## src/design/sifhParamPkg.sv

```systemverilog
package sifhParamPkg;

    // detector array
    localparam int pixelNum   = 4;
    localparam int pixelWidth = $clog2(pixelNum);

    // raw tdc timestamp
    localparam int stampWidth = 12;

    // histogram shape, bin is the top bits of the stamp
    localparam int binNum   = 16;
    localparam int binWidth = $clog2(binNum);

    // one histogram word, saturating
    localparam int countWidth = 8;

    // shared memory, pixel in upper address bits
    localparam int ramDepth     = pixelNum * binNum;
    localparam int ramAddrWidth = $clog2(ramDepth);

endpackage

```

## src/design/sifhTypesPkg.sv

```systemverilog
package sifhTypesPkg;

    import sifhParamPkg::*;

    // top-level input word
    typedef struct packed {
        logic [pixelWidth-1:0] pixel;
        logic [stampWidth-1:0] stamp;
    } detection_t;

    // memory address, pixel major
    typedef struct packed {
        logic [pixelWidth-1:0] pixel;
        logic [binWidth-1:0]   bin;
    } binAddr_t;

    typedef struct packed {
        logic                  en;
        binAddr_t              addr;
        logic [countWidth-1:0] data;
    } ramWrite_t;

    // one word of a histogram scan
    typedef struct packed {
        logic                  valid;
        logic                  first; // bin 0 of a pixel
        logic                  last;  // last bin of a pixel
        binAddr_t              addr;
        logic [countWidth-1:0] count;
    } scanBeat_t;

    typedef struct packed {
        logic [pixelWidth-1:0] pixel;
        logic [binWidth-1:0]   bin;
        logic [countWidth-1:0] count;
    } peakReport_t;

    typedef enum logic [1:0] {
        stateClear,
        stateAccum,
        stateScan,
        stateDrain
    } histState_e;

endpackage

```

## src/design/tdcSampleLatch.sv

```systemverilog
`timescale 1ns/10ps

module tdcSampleLatch (
    input  logic                     clk,
    input  logic                     res,
    input  logic                     hitValid,
    input  sifhTypesPkg::detection_t hit,
    input  logic                     ready,
    output logic                     sampleValid,
    output sifhTypesPkg::binAddr_t   sampleAddr
);

    import sifhParamPkg::*;

    logic [binWidth-1:0] hitBin;

    // coarse time only, fine bits are dropped
    assign hitBin = hit.stamp[stampWidth-1 -: binWidth];

    // strobe is dropped while the engine is busy
    always_ff @(posedge clk or negedge res) begin
        if (!res) begin
            sampleValid <= 1'b0;
        end else begin
            sampleValid <= hitValid && ready;
        end
    end

    always_ff @(posedge clk) begin
        sampleAddr.pixel <= hit.pixel; // pixel selects the histogram
        sampleAddr.bin   <= hitBin;
    end

endmodule

```

## src/design/histControl.sv

```systemverilog
`timescale 1ns/10ps

module histControl (
    input  logic                                clk,
    input  logic                                res,
    input  logic                                sampleValid,
    input  sifhTypesPkg::binAddr_t              sampleAddr,
    input  logic                                acqDone,
    output sifhTypesPkg::binAddr_t              ramRdAddr,
    input  logic [sifhParamPkg::countWidth-1:0] ramRdData,
    output sifhTypesPkg::ramWrite_t             ramWrite,
    output sifhTypesPkg::scanBeat_t             scanBeat,
    output logic                                ready
);

    import sifhParamPkg::*;
    import sifhTypesPkg::*;

    histState_e state;
    histState_e stateNext;

    logic [ramAddrWidth-1:0] addrCnt; // shared by clear and scan
    logic                    lastAddr;

    // read-modify-write pipeline
    logic                  accValid; // read data arrives this cycle
    binAddr_t              accAddr;
    logic                  fwdHit;
    logic [countWidth-1:0] fwdData;
    logic [countWidth-1:0] accBase;
    logic [countWidth-1:0] accSum;

    // scan pipeline, one beat behind the read
    logic     scanValid;
    binAddr_t scanAddr;

    assign lastAddr = (addrCnt == ramAddrWidth'(ramDepth - 1));

    always_comb begin
        stateNext = state;
        case (state)
            stateClear: begin
                if (lastAddr) begin
                    stateNext = stateAccum;
                end
            end
            stateAccum: begin
                if (acqDone) begin
                    stateNext = stateDrain;
                end
            end
            stateDrain: begin
                // wait until no hit is left in the pipeline
                if (!sampleValid && !accValid) begin
                    stateNext = stateScan;
                end
            end
            stateScan: begin
                if (lastAddr) begin
                    stateNext = stateAccum;
                end
            end
            default: stateNext = stateClear;
        endcase
    end

    always_ff @(posedge clk or negedge res) begin
        if (!res) begin
            state     <= stateClear;
            addrCnt   <= '0;
            accValid  <= 1'b0;
            fwdHit    <= 1'b0;
            scanValid <= 1'b0;
        end else begin
            state     <= stateNext;
            accValid  <= sampleValid;
            // read and write to one word in the same cycle returns stale data
            fwdHit    <= sampleValid && ramWrite.en && (sampleAddr == ramWrite.addr);
            scanValid <= (state == stateScan);
            if (state == stateClear || state == stateScan) begin
                addrCnt <= addrCnt + 1'b1; // wraps to 0 for the next pass
            end
        end
    end

    always_ff @(posedge clk) begin
        accAddr  <= sampleAddr;
        fwdData  <= ramWrite.data;
        scanAddr <= binAddr_t'(addrCnt);
    end

    assign accBase = fwdHit ? fwdData : ramRdData;
    assign accSum  = (accBase == '1) ? accBase : accBase + 1'b1; // saturate at max

    assign ramRdAddr = (state == stateScan) ? binAddr_t'(addrCnt) : sampleAddr;

    // only one source is active at a time
    always_comb begin
        ramWrite.en   = 1'b0;
        ramWrite.addr = accAddr;
        ramWrite.data = accSum;
        if (scanValid) begin
            ramWrite.en   = 1'b1; // zero the word just read out
            ramWrite.addr = scanAddr;
            ramWrite.data = '0;
        end else if (state == stateClear) begin
            ramWrite.en   = 1'b1;
            ramWrite.addr = binAddr_t'(addrCnt);
            ramWrite.data = '0;
        end else if (accValid) begin
            ramWrite.en = 1'b1;
        end
    end

    assign scanBeat.valid = scanValid;
    assign scanBeat.first = (scanAddr.bin == '0);
    assign scanBeat.last  = (scanAddr.bin == binWidth'(binNum - 1));
    assign scanBeat.addr  = scanAddr;
    assign scanBeat.count = ramRdData;

    assign ready = (state == stateAccum);

endmodule

```

## src/design/histRam.sv

```systemverilog
`timescale 1ns/10ps

module histRam (
    input  logic                                clk,
    input  sifhTypesPkg::binAddr_t              ramRdAddr,
    output logic [sifhParamPkg::countWidth-1:0] ramRdData,
    input  sifhTypesPkg::ramWrite_t             ramWrite
);

    import sifhParamPkg::*;

    logic [countWidth-1:0] mem [ramDepth];

    // write port
    always_ff @(posedge clk) begin
        if (ramWrite.en) begin
            mem[ramWrite.addr] <= ramWrite.data;
        end
    end

    // registered read, old data on a same-address write
    always_ff @(posedge clk) begin
        ramRdData <= mem[ramRdAddr];
    end

endmodule

```

## src/design/peakFinder.sv

```systemverilog
`timescale 1ns/10ps

module peakFinder (
    input  logic                      clk,
    input  logic                      res,
    input  sifhTypesPkg::scanBeat_t   scanBeat,
    output logic                      peakValid,
    output sifhTypesPkg::peakReport_t peak
);

    import sifhParamPkg::*;

    // running maximum of the pixel being scanned
    logic [countWidth-1:0] maxCount;
    logic [binWidth-1:0]   maxBin;

    logic                  take;
    logic [countWidth-1:0] curCount;
    logic [binWidth-1:0]   curBin;

    // strictly greater only, so the lower bin keeps a tie
    assign take     = scanBeat.first || (scanBeat.count > maxCount);
    assign curCount = take ? scanBeat.count : maxCount;
    assign curBin   = take ? scanBeat.addr.bin : maxBin;

    always_ff @(posedge clk) begin
        if (scanBeat.valid) begin
            maxCount <= curCount;
            maxBin   <= curBin;
        end
    end

    // report includes the last beat itself
    always_ff @(posedge clk) begin
        if (scanBeat.valid && scanBeat.last) begin
            peak.pixel <= scanBeat.addr.pixel;
            peak.bin   <= curBin;
            peak.count <= curCount;
        end
    end

    always_ff @(posedge clk or negedge res) begin
        if (!res) begin
            peakValid <= 1'b0;
        end else begin
            peakValid <= scanBeat.valid && scanBeat.last; // one cycle per pixel
        end
    end

endmodule

```

## src/design/sifhHistTop.sv

```systemverilog
`timescale 1ns/10ps

module sifhHistTop (
    input  logic                      clk,
    input  logic                      res,
    input  logic                      hitValid,
    input  sifhTypesPkg::detection_t  hit,
    input  logic                      acqDone,
    output logic                      ready,
    output logic                      peakValid,
    output sifhTypesPkg::peakReport_t peak
);

    import sifhParamPkg::*;
    import sifhTypesPkg::*;

    logic                  sampleValid;
    binAddr_t              sampleAddr;
    binAddr_t              ramRdAddr;
    logic [countWidth-1:0] ramRdData;
    ramWrite_t             ramWrite;
    scanBeat_t             scanBeat;

    // detection in, memory address out
    tdcSampleLatch tdcSampleLatch_i (
        .clk         (clk),
        .res         (res),
        .hitValid    (hitValid),
        .hit         (hit),
        .ready       (ready),
        .sampleValid (sampleValid),
        .sampleAddr  (sampleAddr)
    );

    histControl histControl_i (
        .clk         (clk),
        .res         (res),
        .sampleValid (sampleValid),
        .sampleAddr  (sampleAddr),
        .acqDone     (acqDone),
        .ramRdAddr   (ramRdAddr),
        .ramRdData   (ramRdData),
        .ramWrite    (ramWrite),
        .scanBeat    (scanBeat),
        .ready       (ready)
    );

    // one memory for all pixels
    histRam histRam_i (
        .clk       (clk),
        .ramRdAddr (ramRdAddr),
        .ramRdData (ramRdData),
        .ramWrite  (ramWrite)
    );

    peakFinder peakFinder_i (
        .clk       (clk),
        .res       (res),
        .scanBeat  (scanBeat),
        .peakValid (peakValid),
        .peak      (peak)
    );

endmodule

```

## config.mk

```make
export PLATFORM = sky130hd
export DESIGN_NAME = sifhHistTop
export DESIGN_NICKNAME = d
export VERILOG_FILES = /design/src/design/sifhParamPkg.sv /design/src/design/sifhTypesPkg.sv /design/src/design/tdcSampleLatch.sv /design/src/design/histControl.sv /design/src/design/histRam.sv /design/src/design/peakFinder.sv /design/src/design/sifhHistTop.sv
export SDC_FILE = /design/constraint.sdc
export NUM_CORES = 1
export LEC_CHECK = 0
export BUFFER_PORTS_ARGS = -buffer_cell sky130_fd_sc_hd__buf_2
export CAP_MARGIN = 5
export CORE_ASPECT_RATIO = 0.8
export CORE_MARGIN = 2
export CORE_UTILIZATION = 39
export CTS_CLUSTER_DIAMETER = 120
export DETAILED_ROUTE_END_ITERATION = 16
export PLACE_DENSITY = 0.5
export SYNTH_ARGS = -nofsm -noshare
export SYNTH_HDL_FRONTEND = slang
export SYNTH_SLANG_ARGS = --single-unit
```

## constraint.sdc

```tcl
create_clock -name clk -period 13.3 [get_ports clk]
set_input_delay 1.995 -clock clk [delete_from_list [all_inputs] [get_ports clk]]
set_output_delay 1.995 -clock clk [all_outputs]
set_load 0.05 [all_outputs]
```

==> run summary <==
Max-cap violations in this run came to 0. The fraction of power spent switching nets is 19.59%. The average instance area after synthesis is 16.17 µm². The number of different library cells in the post-synthesis netlist is 59. Setup slack closes at 8.321 ns.

The nature of the critical path startpoint is a flop. The run finished with clean final reports. The flip-flop and latch count after synthesis came out at around 590. The category of the most critical setup path is flop to flop. The maximum number of pins on one net before global-route repair is 66. Summing all multi-input logic gate instances after layout gives between 5000 and 6000 µm². The number of search-and-repair iterations in the first detailed-routing pass is 6.

The total wire length is 58.15 mm. The final global-route overflow total is 0. The final-stage net count came out at ~1500.

The number of global-route vias before repair was roughly 13000. The area share of the largest cell type after synthesis is 68.96%. The maximum number of buffers from clock root to sink came out at 3. The actual transition at the worst max-transition pin came out at 1.279 ns.

The library cell occupying the most area in the post-synthesis netlist is sky130_fd_sc_hd__edfxtp_1. The global-route total usage across every layer is between 10% and 20%. The number of antenna violations at the first check in global routing is 4.

The count of H-tree levels built during CTS came out at 2. The element type at the critical path end is a flop. The number of buffers inserted during clock tree synthesis came out at 57.

The internal reg-to-reg setup slack is 8.32 ns. Derived from the worst setup path, the maximum achievable clock frequency is about 200 MHz. In this run, the clock network consumes 43.3% of the power. The total of fill cells in the finished design is 5176. The post-place setup slack is 8.258 ns.

The sequential fraction of the synthesis area is 73.25%. The violation count after the first detailed-routing iteration is 1345. The number of sinks on the clock net came out at 585. The synthesized design contains 538 enable-type register cells.

The fraction of layout cells with a size suffix above 1 came out at 14.61%. The number of setup buffers added after CTS came out at 0. The horizontal die dimension came out at 278.0 µm. The growth of design area from synthesis to finish came out at 11.65%. TritonCTS built the clock tree. For this run, the leading register cell type out of synthesis is sky130_fd_sc_hd__edfxtp_1. The instance count of the mapped netlist came out at 1449. IR analysis of the VDD net gives a maximum drop of 0.08660 mV. The power density normalized to cell area came out at 134.2 nW/µm². The die area came out at 62060 µm².

The clock latency of the later-clocked register in the worst-skew pair came out at 0.62 ns. The HPWL reported at the end of detailed placement came out at 35.95 mm. The number of gates resized after cts came out at 0.

The critical path data arrival time is 5.42 ns. For this design, the CTS-stage hold fixing added 0 buffers. The via count is about 13000. The area of the placeable core came out at 59560 µm². The final core utilization is 43.92%. The final clock skew came out at 0.02388 ns. The largest incremental delay on the critical path is 0.73 ns. The clock-pin slew on the worst setup and hold paths came out at 0.06 ns. At the end of routability-driven placement, the weighted congestion stood at 0.7874. The minimum period implied by the final worst setup slack came out at approximately 5 ns. The final count of pins violating max slew is 0. The tightest min-delay check is of the flop to flop type. The count of final setup violators is 0. Synthesis produced a netlist with a net count of 1477. The row count is 80. Leaving out fill and tap cells, the most frequent cells in the layout are sky130_fd_sc_hd__edfxtp_1 (538), sky130_fd_sc_hd__nand2_1 (154), sky130_fd_sc_hd__nor2_1 (93). The slowest stage of the critical path belongs to the cell sky130_fd_sc_hd__buf_4. The total number of yosys warnings is 0. The headroom to the max-slew limit is 13.97%. The internal power is 2.824 mW. After detailed routing, the number of remaining DRC violations is 0. The number of ports placed on the die boundary is 34.

The share of power burned in registers came out at a little under three fifths. The number of port buffers is 25. Adding up every negative setup slack in the final design gives 0 ns.

The floorplan die height came out at ~220 µm. Using the TritonRoute via totals, the vias-per-cell ratio works out to 5.534. The net switching power of the design came out at slightly below 700 µW. The required time of the critical path came out at around 14 ns. Walking the worst path, the cells encountered are nand2b_2 > buf_4 > inv_1 > o21ai_4 > buf_4 > mux4_2 > a22oi_1 > and4_1 > nand4_1. The share of total power dissipated in combinational logic is 0.2%.

The cell seen most often among critical-path stages is sky130_fd_sc_hd__buf_4. The post-synthesis async set-or-reset flop share came out at 2.222%. Dividing the final minimum period by the clock period gives 37.44%. The analysis attributes to cell leakage a power of 7.634 nW. The sequential cell area is 17160 µm². Summing every instance area after synthesis gives 23430 µm².

The maximum fanout along the worst path is 52. The per-cell routed wire length is 25.30 µm. The library cell used most frequently in the layout, excluding fill and tap cells, is sky130_fd_sc_hd__edfxtp_1. For this configuration, the core starts out at a cell density of about 40%.

Setup repair after global routing left no endpoint under its margin. The hold violation total from the final report came to 0. Yosys attributes the largest share of cell area to sky130_fd_sc_hd__edfxtp_1 (69%), sky130_fd_sc_hd__mux4_2 (6.1%), sky130_fd_sc_hd__mux2i_1 (3.7%). The first global-routing pass estimated around 86 mm of wire. The total inserted antenna cells came out at 0. The number of antenna-violating nets in the routed design came out at 0. The tree is rooted in a sky130_fd_sc_hd__clkbuf_16.
-- routing by layer --
metal / GRT usage [%] / routed length (µm) / vias to the layer above
met4: 5.179 / 1318 / 0
met3: 4.597 / 4671 / 79
li1: - / - / 5728
met2: 27.34 / 25160 / 442
met5: 0 / 0 / -
met1: 28.49 / 27000 / 6468
-- kinds of logic (layout without fill, tap and decap cells) --
group / after synthesis / after routing / synth area share [%]
compound gates: 195 / 195 / 6.067
xor+xnor: 16 / 16 / 0.5982
fa+ha+maj: 10 / 10 / 0.5341
buf+inv: 125 / 195 / 2.334
flops: 585 / 585 / 73.25
mux: 156 / 156 / 10.11
simple gates: 362 / 362 / 7.103
-- critical path: cells and delay by family (launching register included) --
family	cells	cell delay (ns)
mux	1	0.40
compound gates	2	1.12
simple gates	3	0.76
buf+inv	3	1.73
flops	1	0.69
-- registers in the layout, summed over array words and instances (netlist names) --
register / cells
peakFinder_i.peakValid: 1
peakFinder_i.maxBin: 4
peakFinder_i.maxCount: 8
histControl_i.accValid: 1
histControl_i.scanValid: 1
tdcSampleLatch_i.sampleAddr: 6
tdcSampleLatch_i.sampleValid: 1
histRam_i.ramRdData: 8
histControl_i.scanBeat: 6
histControl_i.accAddr: 6
histControl_i.addrCnt: 6
peakFinder_i.peak: 14
histControl_i.fwdData: 8
histControl_i.state: 2
histRam_i.mem: 512
histControl_i.fwdHit: 1
-- cells in the mapped netlist, types with 13 or more instances --
cell type	number
sky130_fd_sc_hd__edfxtp_1	538
sky130_fd_sc_hd__nand2_1	154
sky130_fd_sc_hd__nor2_1	100
sky130_fd_sc_hd__mux2i_1	87
sky130_fd_sc_hd__mux4_2	63
sky130_fd_sc_hd__a211oi_1	44
sky130_fd_sc_hd__inv_1	44
sky130_fd_sc_hd__clkbuf_1	42
sky130_fd_sc_hd__dfxtp_1	34
sky130_fd_sc_hd__a22oi_1	29
sky130_fd_sc_hd__a21oi_1	24
sky130_fd_sc_hd__nand3_1	23
sky130_fd_sc_hd__buf_2	20
sky130_fd_sc_hd__nand4_1	19
sky130_fd_sc_hd__a31oi_1	17
sky130_fd_sc_hd__a222oi_1	15
sky130_fd_sc_hd__o21ai_0	14
sky130_fd_sc_hd__dfrtp_1	13
sky130_fd_sc_hd__xnor2_1	13
-- cell type report --
| cell class | count | area share [%] |
|---|---|---|
| repair buffers | 50 | 1.196 |
| well taps | 779 | 3.726 |
| clock inverters | 23 | 0.6027 |
| inverters | 44 | 0.6314 |
| multi-input cells | 739 | 22.24 |
| clock buffers | 78 | 5.993 |
| flip-flops and latches | 585 | 65.61 |
-- final timing paths --
| path | end | depth (start not counted) | from |
|---|---|---|---|
| worst max-delay path | histRam_i.ramRdData[2] | 9 | histControl_i.state[0] |
| worst min-delay path | histControl_i.accValid | 0 | tdcSampleLatch_i.sampleValid |
| worst max register to register | histRam_i.ramRdData[2] | 9 | histControl_i.state[0] |
| worst min register to register | histControl_i.accValid | 0 | tdcSampleLatch_i.sampleValid |
| max in group asynchronous | histControl_i.addrCnt[2] | 1 | res |
| min in group asynchronous | tdcSampleLatch_i.sampleValid | 1 | res |
-- power by group through the flow --
| stage | Sequential [mW] | Combinational (mW) | Clock, mW |
|---|---|---|---|
| 4_1_cts | 1.98 | 0.00804 | 1.56 |
| 6_report | 1.98 | 0.00792 | 1.52 |
| 3_5_place_dp | 2.02 | 0.00801 | 0 |
| 5_1_grt | 1.98 | 0.00861 | 1.63 |
| 2_1_floorplan | 2.02 | 0.00522 | 0 |
| 3_3_place_gp | 2.02 | 0.00782 | 0 |
-- per-stage QoR --
stage | cells | power [mW] | hold slack [ns] | instance area, µm²
6_report | 2298 | 3.511 | 0.4292 | 26160
5_1_grt | 2298 | 3.621 | 0.4496 | 26160
4_1_cts | 2298 | 3.548 | 0.4361 | 26160
3_5_place_dp | 2197 | 2.029 | 0.4215 | 24430
3_3_place_gp | 2197 | 2.028 | 0.4190 | 24430
2_1_floorplan | 1449 | 2.024 | 0.3290 | 23430
Note: power is estimated with default switching activity, not from simulation.
